**config.mk**
```make
export PLATFORM = sky130hd
export DESIGN_NAME = pre_decode_top
export DESIGN_NICKNAME = d
export VERILOG_FILES = /design/src/bp_pkg.sv /design/src/bp_update_if.sv /design/src/pd_ctrl.sv /design/src/pd_decode.sv /design/src/btb.sv /design/src/two_level_pred.sv /design/src/pre_decode_top.sv
export SDC_FILE = /design/constraint.sdc
export NUM_CORES = 2
export LEC_CHECK = 0
export BUFFER_PORTS_ARGS = -buffer_cell sky130_fd_sc_hd__buf_2
export CAP_MARGIN = 20
export CELL_PAD_IN_SITES_DETAIL_PLACEMENT = 0
export CELL_PAD_IN_SITES_GLOBAL_PLACEMENT = 1
export CORE_ASPECT_RATIO = 1.1
export CORE_MARGIN = 4
export CORE_UTILIZATION = 58
export CTS_CLUSTER_DIAMETER = 150
export DETAILED_ROUTE_END_ITERATION = 8
export PLACE_DENSITY = 0.84
export SYNTH_ARGS = -nofsm -noshare
export SYNTH_HDL_FRONTEND = slang
export SYNTH_HIERARCHICAL = 1
export SYNTH_SLANG_ARGS = --single-unit
```
**constraint.sdc**
```tcl
create_clock -name clk -period 19.8 [get_ports clk]
set_input_delay 3.96 -clock clk [delete_from_list [all_inputs] [get_ports clk]]
set_output_delay 3.96 -clock clk [all_outputs]
set_load 0.05 [all_outputs]
```
**src/bp_pkg.sv**
```systemverilog
package bp_pkg;

    // datapath widths
    localparam int PC_W   = 32;
    localparam int INST_W = 32;

    // opcode field in inst[31:26]
    localparam int OP_W   = 6;
    localparam int OP_LSB = 26;

    localparam logic [OP_W-1:0] OP_JIRL    = 6'h13;
    localparam logic [OP_W-1:0] OP_B       = 6'h14;
    localparam logic [OP_W-1:0] OP_BL      = 6'h15;
    localparam logic [OP_W-1:0] OP_COND_LO = 6'h16;
    localparam logic [OP_W-1:0] OP_COND_HI = 6'h1b;

    // btb geometry, tag is pc[13:2]
    localparam int BTB_NUM     = 8;
    localparam int BTB_PTR_W   = 3;
    localparam int BTB_TAG_LSB = 2;
    localparam int BTB_TAG_MSB = 13;
    localparam int BTB_TAG_W   = BTB_TAG_MSB - BTB_TAG_LSB + 1;

    // history and hash width, shared by bht, pht and target cache
    localparam int HIST_W   = 5;
    localparam int HIST_NUM = 1 << HIST_W;

    typedef enum logic [1:0] {
        BR_NONE   = 2'd0,
        BR_DIRECT = 2'd1,
        BR_COND   = 2'd2
    } br_class_e;

    // fold upper pc bits into the low bits, two xor terms summed mod 2^HIST_W
    function automatic logic [HIST_W-1:0] pc_hash(input logic [PC_W-1:0] pc);
        logic [PC_W-1:0]   sh16;
        logic [PC_W-1:0]   sh8;
        logic [HIST_W-1:0] term_a;
        logic [HIST_W-1:0] term_b;
        sh16   = pc >> 16;
        sh8    = pc >> 8;
        term_a = pc[HIST_W-1:0] ^ sh16[HIST_W-1:0];
        term_b = pc[HIST_W-1:0] ^ sh8[HIST_W-1:0];
        return term_a + term_b;
    endfunction

    // ring 00 -> 01 -> 11 -> 10 on taken, reverse on not taken
    // msb is the taken prediction
    function automatic logic [1:0] ctr_next(input logic [1:0] ctr, input logic taken);
        logic [1:0] nxt;
        case (ctr)
            2'b00:   nxt = taken ? 2'b01 : 2'b00;
            2'b01:   nxt = taken ? 2'b11 : 2'b00;
            2'b11:   nxt = taken ? 2'b10 : 2'b01;
            2'b10:   nxt = taken ? 2'b10 : 2'b11;
            default: nxt = 2'b00;
        endcase
        return nxt;
    endfunction

endpackage

```
**src/bp_update_if.sv**
```systemverilog
`timescale 1ns/1ps

// resolve bus from a later stage, no back-pressure
interface bp_update_if;

    logic                     upd_valid;
    logic [bp_pkg::PC_W-1:0]  upd_pc;
    bp_pkg::br_class_e        upd_class;
    logic                     upd_taken;
    logic [bp_pkg::PC_W-1:0]  upd_target;

    modport src (
        output upd_valid,
        output upd_pc,
        output upd_class,
        output upd_taken,
        output upd_target
    );

    modport sink (
        input upd_valid,
        input upd_pc,
        input upd_class,
        input upd_taken,
        input upd_target
    );

endinterface

```
**src/pd_ctrl.sv**
```systemverilog
`timescale 1ns/1ps

module pd_ctrl (
    input  logic clk,
    input  logic rstn,
    input  logic in_valid_i,
    input  logic out_ready_i,
    input  logic flush_i,
    input  logic direct_miss_i,
    output logic in_ready_o,
    output logic out_valid_o,
    output logic load_o,
    output logic stall_o
);

    typedef enum logic [1:0] {
        IDLE     = 2'd0,
        HOLD     = 2'd1,
        WAIT_BTB = 2'd2
    } state_e;

    state_e state_q;
    state_e state_d;
    logic   full;
    logic   leave;

    assign full = (state_q != IDLE);

    // a held direct jump without a btb entry is not offered
    assign out_valid_o = full && !direct_miss_i;
    assign stall_o     = full && direct_miss_i;
    assign leave       = out_valid_o && out_ready_i;

    // empty, or emptying this cycle; never during flush
    assign in_ready_o = !flush_i && (!full || leave);
    assign load_o     = in_valid_i && in_ready_o;

    always_comb begin
        state_d = state_q;
        case (state_q)
            IDLE: begin
                if (load_o) begin
                    state_d = HOLD;
                end
            end
            HOLD, WAIT_BTB: begin
                if (leave) begin
                    state_d = load_o ? HOLD : IDLE;
                end else if (direct_miss_i) begin
                    state_d = WAIT_BTB;
                end else begin
                    // miss cleared by a resolve write, or back-pressure
                    state_d = HOLD;
                end
            end
            default: begin
                state_d = IDLE;
            end
        endcase
        if (flush_i) begin
            state_d = IDLE;
        end
    end

    always_ff @(posedge clk) begin
        if (!rstn) begin
            state_q <= IDLE;
        end else begin
            state_q <= state_d;
        end
    end

endmodule

```
**src/pd_decode.sv**
```systemverilog
`timescale 1ns/1ps

module pd_decode (
    input  logic                      clk,
    input  logic                      rstn,
    input  logic                      load_i,
    input  logic [bp_pkg::PC_W-1:0]   pc_i,
    input  logic [bp_pkg::INST_W-1:0] inst_i,
    output logic [bp_pkg::PC_W-1:0]   pc_o,
    output logic [bp_pkg::INST_W-1:0] inst_o,
    output bp_pkg::br_class_e         class_o
);

    logic [bp_pkg::PC_W-1:0]   pc_q;
    logic [bp_pkg::INST_W-1:0] inst_q;
    logic [bp_pkg::OP_W-1:0]   opcode;
    logic                      is_direct;
    logic                      is_cond;

    // cleared payload decodes as a non-branch
    always_ff @(posedge clk) begin
        if (!rstn) begin
            pc_q   <= '0;
            inst_q <= '0;
        end else if (load_i) begin
            pc_q   <= pc_i;
            inst_q <= inst_i;
        end
    end

    assign opcode = inst_q[bp_pkg::OP_LSB +: bp_pkg::OP_W];

    // jirl, b, bl
    assign is_direct = (opcode == bp_pkg::OP_JIRL) ||
                       (opcode == bp_pkg::OP_B)    ||
                       (opcode == bp_pkg::OP_BL);

    // beq .. bgeu
    assign is_cond = (opcode >= bp_pkg::OP_COND_LO) && (opcode <= bp_pkg::OP_COND_HI);

    always_comb begin
        if (is_direct) begin
            class_o = bp_pkg::BR_DIRECT;
        end else if (is_cond) begin
            class_o = bp_pkg::BR_COND;
        end else begin
            class_o = bp_pkg::BR_NONE;
        end
    end

    assign pc_o   = pc_q;
    assign inst_o = inst_q;

endmodule

```
**src/btb.sv**
```systemverilog
`timescale 1ns/1ps

module btb (
    input  logic                    clk,
    input  logic                    rstn,
    bp_update_if.sink               upd,
    input  logic [bp_pkg::PC_W-1:0] pc_i,
    output logic                    hit_o,
    output logic [bp_pkg::PC_W-1:0] target_o
);

    logic [bp_pkg::BTB_NUM-1:0]   ent_valid;
    logic [bp_pkg::BTB_TAG_W-1:0] ent_tag    [bp_pkg::BTB_NUM];
    logic [bp_pkg::PC_W-1:0]      ent_target [bp_pkg::BTB_NUM];
    logic [bp_pkg::BTB_PTR_W-1:0] rr_ptr;

    logic [bp_pkg::BTB_NUM-1:0]   rd_hit;
    logic [bp_pkg::BTB_NUM-1:0]   upd_match;
    logic [bp_pkg::BTB_PTR_W-1:0] upd_match_idx;
    logic [bp_pkg::BTB_PTR_W-1:0] wr_idx;
    logic [bp_pkg::BTB_TAG_W-1:0] upd_tag;
    logic                         wr_en;

    assign upd_tag = upd.upd_pc[bp_pkg::BTB_TAG_MSB:bp_pkg::BTB_TAG_LSB];
    assign wr_en   = upd.upd_valid && (upd.upd_class == bp_pkg::BR_DIRECT);

    // lookup for held pc, hit vector is one-hot since tags are unique
    always_comb begin
        target_o = '0;
        for (int i = 0; i < bp_pkg::BTB_NUM; i++) begin
            rd_hit[i] = ent_valid[i] &&
                        (ent_tag[i] == pc_i[bp_pkg::BTB_TAG_MSB:bp_pkg::BTB_TAG_LSB]);
            target_o  = target_o | ({bp_pkg::PC_W{rd_hit[i]}} & ent_target[i]);
        end
    end

    assign hit_o = |rd_hit;

    // existing tag is rewritten in place
    always_comb begin
        upd_match_idx = '0;
        for (int i = 0; i < bp_pkg::BTB_NUM; i++) begin
            upd_match[i] = ent_valid[i] && (ent_tag[i] == upd_tag);
            if (upd_match[i]) begin
                upd_match_idx = bp_pkg::BTB_PTR_W'(i);
            end
        end
    end

    assign wr_idx = (|upd_match) ? upd_match_idx : rr_ptr;

    always_ff @(posedge clk) begin
        if (!rstn) begin
            ent_valid <= '0;
            rr_ptr    <= '0;
        end else if (wr_en) begin
            ent_valid[wr_idx] <= 1'b1;
            if (!(|upd_match)) begin
                rr_ptr <= rr_ptr + 1'b1;
            end
        end
    end

    always_ff @(posedge clk) begin
        if (wr_en) begin
            ent_tag[wr_idx]    <= upd_tag;
            ent_target[wr_idx] <= upd.upd_target;
        end
    end

endmodule

```
**src/two_level_pred.sv**
```systemverilog
`timescale 1ns/1ps

module two_level_pred (
    input  logic                    clk,
    input  logic                    rstn,
    bp_update_if.sink               upd,
    input  logic [bp_pkg::PC_W-1:0] pc_i,
    output logic                    taken_o,
    output logic [bp_pkg::PC_W-1:0] target_o
);

    // per-branch history, indexed by pc hash
    logic [bp_pkg::HIST_W-1:0] bht [bp_pkg::HIST_NUM];
    // 2-bit counters, indexed by history xor low pc bits
    logic [1:0]                pht [bp_pkg::HIST_NUM];
    // taken targets, same index as pht
    logic [bp_pkg::PC_W-1:0]   tc  [bp_pkg::HIST_NUM];

    logic [bp_pkg::HIST_W-1:0] rd_bht_idx;
    logic [bp_pkg::HIST_W-1:0] rd_pht_idx;
    logic [bp_pkg::HIST_W-1:0] wr_bht_idx;
    logic [bp_pkg::HIST_W-1:0] wr_pht_idx;
    logic [bp_pkg::HIST_W-1:0] wr_hist;
    logic                      wr_en;

    // read side, held pc
    assign rd_bht_idx = bp_pkg::pc_hash(pc_i);
    assign rd_pht_idx = bht[rd_bht_idx] ^ pc_i[bp_pkg::HIST_W-1:0];
    assign taken_o    = pht[rd_pht_idx][1];
    assign target_o   = tc[rd_pht_idx];

    // write side, resolve bus
    assign wr_en      = upd.upd_valid && (upd.upd_class == bp_pkg::BR_COND);
    assign wr_bht_idx = bp_pkg::pc_hash(upd.upd_pc);
    assign wr_hist    = bht[wr_bht_idx];
    assign wr_pht_idx = wr_hist ^ upd.upd_pc[bp_pkg::HIST_W-1:0];

    always_ff @(posedge clk) begin
        if (!rstn) begin
            for (int i = 0; i < bp_pkg::HIST_NUM; i++) begin
                bht[i] <= '0;
            end
        end else if (wr_en) begin
            bht[wr_bht_idx] <= {wr_hist[bp_pkg::HIST_W-2:0], upd.upd_taken};
        end
    end

    // counters start strongly not taken
    always_ff @(posedge clk) begin
        if (!rstn) begin
            for (int i = 0; i < bp_pkg::HIST_NUM; i++) begin
                pht[i] <= 2'b00;
            end
        end else if (wr_en) begin
            pht[wr_pht_idx] <= bp_pkg::ctr_next(pht[wr_pht_idx], upd.upd_taken);
        end
    end

    // only taken outcomes carry a useful target
    always_ff @(posedge clk) begin
        if (wr_en && upd.upd_taken) begin
            tc[wr_pht_idx] <= upd.upd_target;
        end
    end

endmodule

```
**src/pre_decode_top.sv**
```systemverilog
`timescale 1ns/1ps

module pre_decode_top (
    input  logic                      clk,
    input  logic                      rstn,
    input  logic                      in_valid_i,
    output logic                      in_ready_o,
    input  logic [bp_pkg::PC_W-1:0]   in_pc_i,
    input  logic [bp_pkg::INST_W-1:0] in_inst_i,
    output logic                      out_valid_o,
    input  logic                      out_ready_i,
    output logic [bp_pkg::PC_W-1:0]   out_pc_o,
    output logic [bp_pkg::INST_W-1:0] out_inst_o,
    output bp_pkg::br_class_e         out_class_o,
    output logic                      pred_taken_o,
    output logic [bp_pkg::PC_W-1:0]   pred_target_o,
    output logic                      stall_o,
    input  logic                      flush_i,
    input  logic                      upd_valid_i,
    input  logic [bp_pkg::PC_W-1:0]   upd_pc_i,
    input  bp_pkg::br_class_e         upd_class_i,
    input  logic                      upd_taken_i,
    input  logic [bp_pkg::PC_W-1:0]   upd_target_i
);

    logic                    load;
    logic                    direct_miss;
    logic                    btb_hit;
    logic [bp_pkg::PC_W-1:0] btb_target;
    logic                    tl_taken;
    logic [bp_pkg::PC_W-1:0] tl_target;

    bp_update_if upd_bus ();

    assign upd_bus.upd_valid  = upd_valid_i;
    assign upd_bus.upd_pc     = upd_pc_i;
    assign upd_bus.upd_class  = upd_class_i;
    assign upd_bus.upd_taken  = upd_taken_i;
    assign upd_bus.upd_target = upd_target_i;

    pd_ctrl i_ctrl (
        .clk           (clk),
        .rstn          (rstn),
        .in_valid_i    (in_valid_i),
        .out_ready_i   (out_ready_i),
        .flush_i       (flush_i),
        .direct_miss_i (direct_miss),
        .in_ready_o    (in_ready_o),
        .out_valid_o   (out_valid_o),
        .load_o        (load),
        .stall_o       (stall_o)
    );

    pd_decode i_decode (
        .clk     (clk),
        .rstn    (rstn),
        .load_i  (load),
        .pc_i    (in_pc_i),
        .inst_i  (in_inst_i),
        .pc_o    (out_pc_o),
        .inst_o  (out_inst_o),
        .class_o (out_class_o)
    );

    btb i_btb (
        .clk      (clk),
        .rstn     (rstn),
        .upd      (upd_bus.sink),
        .pc_i     (out_pc_o),
        .hit_o    (btb_hit),
        .target_o (btb_target)
    );

    two_level_pred i_tlp (
        .clk      (clk),
        .rstn     (rstn),
        .upd      (upd_bus.sink),
        .pc_i     (out_pc_o),
        .taken_o  (tl_taken),
        .target_o (tl_target)
    );

    assign direct_miss = (out_class_o == bp_pkg::BR_DIRECT) && !btb_hit;

    // prediction by class of the held item
    always_comb begin
        case (out_class_o)
            bp_pkg::BR_DIRECT: begin
                pred_taken_o  = btb_hit;
                pred_target_o = btb_target;
            end
            bp_pkg::BR_COND: begin
                pred_taken_o  = tl_taken;
                pred_target_o = tl_taken ? tl_target : '0;
            end
            default: begin
                pred_taken_o  = 1'b0;
                pred_target_o = '0;
            end
        endcase
    end

endmodule

```
Word level (Yosys, flattened, before mapping)

Memories as Yosys holds them, arrays and structs flattened.
Index checks and enable logic that the tools add are counted.

Memories: 5
Bits in writable memories: 1600
Register bits after elaboration: 77

Eq/ne operators: 29
$lt $le $gt $ge: 4
Bitwise gates (word level): 24
Mux-type cells: 41
Reduce and logical (&&, ||, !) cells: 44
Add/sub/neg operators: 3

Memories:

| name             | depth | bits a word | read ports | clocked after memory_dff | wr ports | RTL line             | RTL |
|---|---|---|---|---|---|---|---|
| i_tlp.tc         | 32    | 32          | 1          | 0                        | 1        | two_level_pred.sv:17 | `logic [bp_pkg::PC_W-1:0] tc [bp_pkg::HIST_NUM];` |
| i_btb.ent_target | 8     | 32          | 8          | 0                        | 1        | btb.sv:14            | `logic [bp_pkg::PC_W-1:0] ent_target [bp_pkg::BTB_NUM];` |
| i_tlp.bht        | 32    | 5           | 2          | 0                        | 32       | two_level_pred.sv:13 | `logic [bp_pkg::HIST_W-1:0] bht [bp_pkg::HIST_NUM];` |
| i_btb.ent_tag    | 8     | 12          | 8          | 0                        | 1        | btb.sv:13            | `logic [bp_pkg::BTB_TAG_W-1:0] ent_tag [bp_pkg::BTB_NUM];` |
| i_tlp.pht        | 32    | 2           | 2          | 0                        | 32       | two_level_pred.sv:15 | `logic [1:0] pht [bp_pkg::HIST_NUM];` |

Operator list:

| cell                 | number |
|---|---|
| $and A32 B32 Y32     | 8 |
| $or A32 B32 Y32      | 7 |
| $eq A12 B12 Y1       | 16 |
| $pmux W32 S2         | 1 |
| $mux W32             | 1 |
| $xor A5 B5 Y5        | 6 |
| $logic_and A1 B1 Y1  | 27 |
| $mux W2              | 12 |
| $eq A6 B5 Y1 const B | 3 |
| $reduce_or A8 Y1     | 2 |
| $mux W1              | 15 |
| $mux W3              | 5 |
| $mux W5              | 3 |
| $add A5 B5 Y5        | 2 |
| $eq A2 B2 Y1 const B | 5 |
| $eq A2 B1 Y1 const B | 4 |
| $or A8 B8 Y8         | 1 |
| $pmux W2 S4          | 1 |
| $ge A6 B5 Y1 const B | 1 |
| $le A6 B5 Y1 const B | 1 |
| $reduce_or A2 Y1     | 3 |
| $reduce_or A5 Y1     | 1 |
| $logic_not A1 Y1     | 4 |
| $logic_not A2 Y1     | 2 |
| other kinds (11)     | 14 |

Longest topological paths before layout

An unclocked memory read counts as a cell.

Word-level depth: 16
Depth in mapped cells: 19
Gate-level depth less buffers: 14

Modules after synthesis

The synthesis kept the hierarchy.

Modules (own cells, without submodules):

| module         | cells each | times used | area each (µm²) |
|---|---|---|---|
| two_level_pred | 2818       | 1          | 52145.0 |
| btb            | 908        | 1          | 14940.6 |
| pd_decode      | 214        | 1          | 2504.9 |
| pre_decode_top | 87         | 1          | 609.3 |
| pd_ctrl        | 23         | 1          | 177.7 |

Least setup slack after synthesis

OpenSTA, ideal clock, no wires.

Kind: in2reg
Start point: input port upd_pc_i[0] (netlist name)
End point: memory i_tlp/tc[0][0] (netlist name) (enable)
Required time: 19.379 ns
Slack: 10.138 ns
Buffers on the path: 6
Stages on the path: 16
Arrival time: 9.241 ns
Cell sequence: clkbuf_1 > buf_1 > xor2_1 > ha_1 > fa_1 > buf_2 > buf_1 > clkbuf_1 > mux4_2 > nor3_1 > a31oi_1 > o211ai_1 > xor2_1 > clkbuf_1 > nand3_1 > nor2_1

Word-level cells in the longest chain between the ends: 4
Elaborated cells between the ends (all ways): 5
Classes of those cells: add/sub (1); bitwise (3); memory (1)

RTL lines:

| what                             | RTL line                   | RTL |
|---|---|---|
| start: declaration               | pre_decode_top.sv:20       | `input logic [bp_pkg::PC_W-1:0] upd_pc_i,` |
| $xor A5 B5 Y5 (on tied branches) | bp_pkg.sv:42, bp_pkg.sv:43 |  |
| $add A5 B5 Y5                    | bp_pkg.sv:44               | `return term_a + term_b;` |
| $mem_v2 Z32 W5                   | --                         |  |
| $xor A5 B5 Y5 *                  | two_level_pred.sv:36       | `assign wr_pht_idx = wr_hist ^ upd.upd_pc[bp_pkg::HIST_W-1:0];` |
| end: declaration                 | two_level_pred.sv:17       |  |

Every way passes the cells marked *; elsewhere a longest branch is shown, timed or not.

Worst setup path after layout

Start point: register i_decode.pc_q, in the netlist i_decode/pc_o[8]
End point: output port pred_target_o[9] (netlist name)

Elaborated cells between the ends (all ways): 39
Classes of those cells: add/sub (1); eq/ne (8); mux (2); bitwise (17); reduce/logical (8); memory (3)

RTL lines:

| what                         | RTL line             | RTL |
|---|---|---|
| start: declaration           | pd_decode.sv:14      | `logic [bp_pkg::PC_W-1:0] pc_q;` |
| start signal: assignment     | pd_decode.sv:26      | `pc_q <= pc_i;` |
| $xor A5 B5 Y5                | bp_pkg.sv:43         | `term_b = pc[HIST_W-1:0] ^ sh8[HIST_W-1:0];` |
| $add A5 B5 Y5                | bp_pkg.sv:44         |  |
| $mem_v2 Z32 W5               | --                   |  |
| $xor A5 B5 Y5                | two_level_pred.sv:28 | `assign rd_pht_idx = bht[rd_bht_idx] ^ pc_i[bp_pkg::HIST_W-1:0];` |
| $mem_v2 Z32 W32              | --                   |  |
| named net tl_target, one bit | pre_decode_top.sv:31 | `logic [bp_pkg::PC_W-1:0] tl_target;` |
| $mux W32                     | pre_decode_top.sv:94 | `pred_target_o = tl_taken ? tl_target : '0;` |
| $pmux W32 S2                 | pre_decode_top.sv:87 | `case (out_class_o)` |
| end: declaration             | pre_decode_top.sv:16 | `output logic [bp_pkg::PC_W-1:0] pred_target_o,` |

The timed path passes the listed nets, and every way through them passes these cells.

==> flow_metrics.env <==
export IMPL_cts_buffer_depth=3
export IMPL_yosysTopAreaCell="edfxtp_1"
export IMPL_syn_num_nets=4202
export IMPL_cts_root_buf="clkbuf_16"
export IMPL_layout_commonest_cell="edfxtp_1"
export IMPL_synth_ff_type="edfxtp_1"
export IMPL_cp_arrival_ps=8980
export IMPL_core_area_sq_um=120000
export IMPL_drtIter0Drc=5252
export IMPL_start_kind="flip-flop"
export IMPL_hold_path_class="flip-flop to flip-flop"
export IMPL_cts_sinks=1677
export IMPL_setup_tns_ps=0
export IMPL_die_w_um=340
export IMPL_power_density_nw_per_um2=120
export IMPL_slew_viol_final=0
export IMPL_routed_wl_mm=185
export IMPL_fill_cells=7933
export IMPL_cts_tree="yes"
export IMPL_fmax_mhz=77.3
export IMPL_synth_edf_count=1600
export IMPL_postCtsSetupBuffers=0
export IMPL_drc=0
export IMPL_setup_viol=0
export IMPL_synth_cell_types=85
export IMPL_antenna_found_initial=14
export IMPL_syn_avg_cell_area_sq_um=17.4
export IMPL_grt_pass1_wl_mm=270
export IMPL_io_buffer_count=225
export IMPL_critPathKind="flip-flop to output pin"
export IMPL_nNetsFinal=4434
export IMPL_timing_final_crit_share=0.654
export IMPL_seq_area_frac_synth=0.705
export IMPL_place_inst=5736
export IMPL_dr_pass1_iters=6
export IMPL_hold_buffers=0
export IMPL_die_area_sq_um=127000
export IMPL_grt_pass1_vias=40400
export IMPL_yosys_top_cells_area="edfxtp_1 68%, mux4_2 11%, dfxtp_1 2.2%"
export IMPL_vias_per_cell=6.65
export IMPL_yosysTopAreaCellShare=0.683
export IMPL_wire_per_inst_um=30.6
export IMPL_outcome="complete, no violations"
export IMPL_yosys_warnings=6
export IMPL_tightest_slew_ps=1210
export IMPL_required_ps=15840
export IMPL_syn2layout_area_growth_pct=11.4
export IMPL_fin_crit_ps=12940
export IMPL_die_h_um=373
export IMPL_track_usage=0.291
export IMPL_endpoint_kind="output pin"
export IMPL_clkSlewWorstSetupHoldPaths_ps=60
export IMPL_ir_worst_vdd_v=0.000129
export IMPL_worstPathMaxFanout=127
export IMPL_grt_max_degree=128
export IMPL_start_util=0.587
export IMPL_synthesis_area_sq_um=70400
export IMPL_syn_inst=4050
export IMPL_max_slew_margin=0.183
export IMPL_drtAntennaViolNets=0
export IMPL_vias=40200
export IMPL_grt_overflow_total=0
export IMPL_ios=239
export IMPL_fin_cells=6038
export IMPL_r2r_setup_slack_ps=15000
export IMPL_layout_common_cells="1600 x edfxtp_1, 342 x mux4_2, 268 x nand2_1"
export IMPL_drive_gt1_frac=0.245
export IMPL_leakagePower_uw=0.0254
export IMPL_clk_insertion_delay_late_ps=790
export IMPL_cts_buffers=161
export IMPL_gp_congestion=0.843
export IMPL_cts_resized=0
export IMPL_finClkSkew_ps=30.2
export IMPL_yosys_register_bits=1677
export IMPL_rows=133
export IMPL_ctsHtreeMaxLevel=4
export IMPL_cap_violations=0
export IMPL_dpl_hpwl_mm=102
export IMPL_hold_viol=0
export IMPL_rsz0062_at_grt="false"
export IMPL_async_reset_ff_frac=0
## logic make-up (layout without fill, tap and decap cells)
logic type | count (synthesis) | after routing | share of synthesized area
fa+ha+maj | 15 | 15 | 0.00288
buf+inv | 272 | 627 | 0.0223
simple gates | 914 | 914 | 0.0623
flops | 1677 | 1677 | 0.705
other cells | 0 | 13 | 0
mux | 462 | 462 | 0.127
compound gates | 480 | 480 | 0.0512
xor+xnor | 230 | 230 | 0.0300
## final cells by class
type                       instances  area, sq um  area share
clock inverter                    86          810      0.0103
sequential                      1677        49600       0.633
antenna                           13         32.5    0.000415
timing repair buffer             327         1940      0.0248
tap                             1620         2030      0.0259
clock buffer                     200         4230      0.0540
multi-input combinational       2101        19700       0.251
inverter                          14         52.6    0.000671
## worst paths after layout
check	endpoint	cells past startpoint	startpoint
min	i_btb/ent_valid[4]	2	i_btb/ent_valid[4]
max	pred_target_o[9]	18	i_decode/pc_o[8]
max reg2reg	i_tlp/tc[9][30]	9	i_tlp/bht[27][4]
min reg2reg	i_btb/ent_valid[4]	2	i_btb/ent_valid[4]
## per-layer routing
layer / GRT usage / vias up / wire (um)
li1: - / 16700 / -
met1: 0.390 / 20500 / 67200
met2: 0.469 / 2562 / 91000
met3: 0.0629 / 438 / 18600
met4: 0.120 / 0 / 8120
met5: 0 / - / 0
## through the flow
stage	area (sq um)	worst slack (ps)	total power (uW)	hold slack, ps	utilization
finish	78400	6860	9430	490	0.653
global placement	73300	7740	6450	473	0.611
detailed placement	73300	7770	6480	472	0.611
global route	78400	6520	9740	514	0.653
CTS	78300	6870	9440	488	0.653
floorplan	70400	10140	5800	444	-
## cells in the mapped netlist, types with 5 or more instances
cell type	count
edfxtp_1	1600
mux4_2	342
nand2_1	272
nor2_1	272
xnor2_1	164
o22ai_1	147
mux2i_1	116
clkbuf_1	106
a22oi_1	97
nand3_1	94
buf_2	77
dfxtp_1	77
nor2b_1	67
xor2_1	55
a211oi_1	48
nor4_1	47
nor2_2	39
nand4_1	37
a22o_1	33
a221oi_1	32
a32oi_1	32
buf_6	31
nor3_1	27
buf_4	18
o211ai_1	17
ha_1	13
buf_1	12
inv_1	12
a21oi_1	11
and3_1	11
o21ai_0	11
buf_8	9
o21ai_1	8
xnor2_2	8
or2_2	7
a21oi_2	5
o31ai_2	5
## worst max-delay path, stage by stage (launching register included)
cell     delay (ps)
dfxtp_1         940
xor2_1          150
ha_2            260
fa_2            560
buf_4           510
mux4_2          410
mux2i_1         320
mux2i_1         190
mux2i_1         330
xnor2_2         150
buf_4           530
buf_12          640
buf_4           800
mux4_2          370
o22ai_1         100
nor4_1          930
a32oi_1         380
nor2_1          160
buf_2           280
## registers in the layout, summed over array words and instances (netlist names)
name / cells
i_tlp/tc: 1024
i_btb/ent_target: 256
i_tlp/bht: 160
i_btb/ent_tag: 96
i_tlp/pht: 64
i_decode/inst_o: 32
i_decode/pc_o: 32
i_btb/ent_valid: 8
i_btb/rr_ptr: 3
i_ctrl/state_q: 2
## power breakdown
group	leakage, uW	internal, uW	switching [uW]	total, uW
logic	0.00761	958	1540	2500
registers	0.0153	3930	27.9	3960
clock network	0.00249	1680	1290	2970
total	0.0254	6570	2860	9430
(Power assumes the default switching activity.)
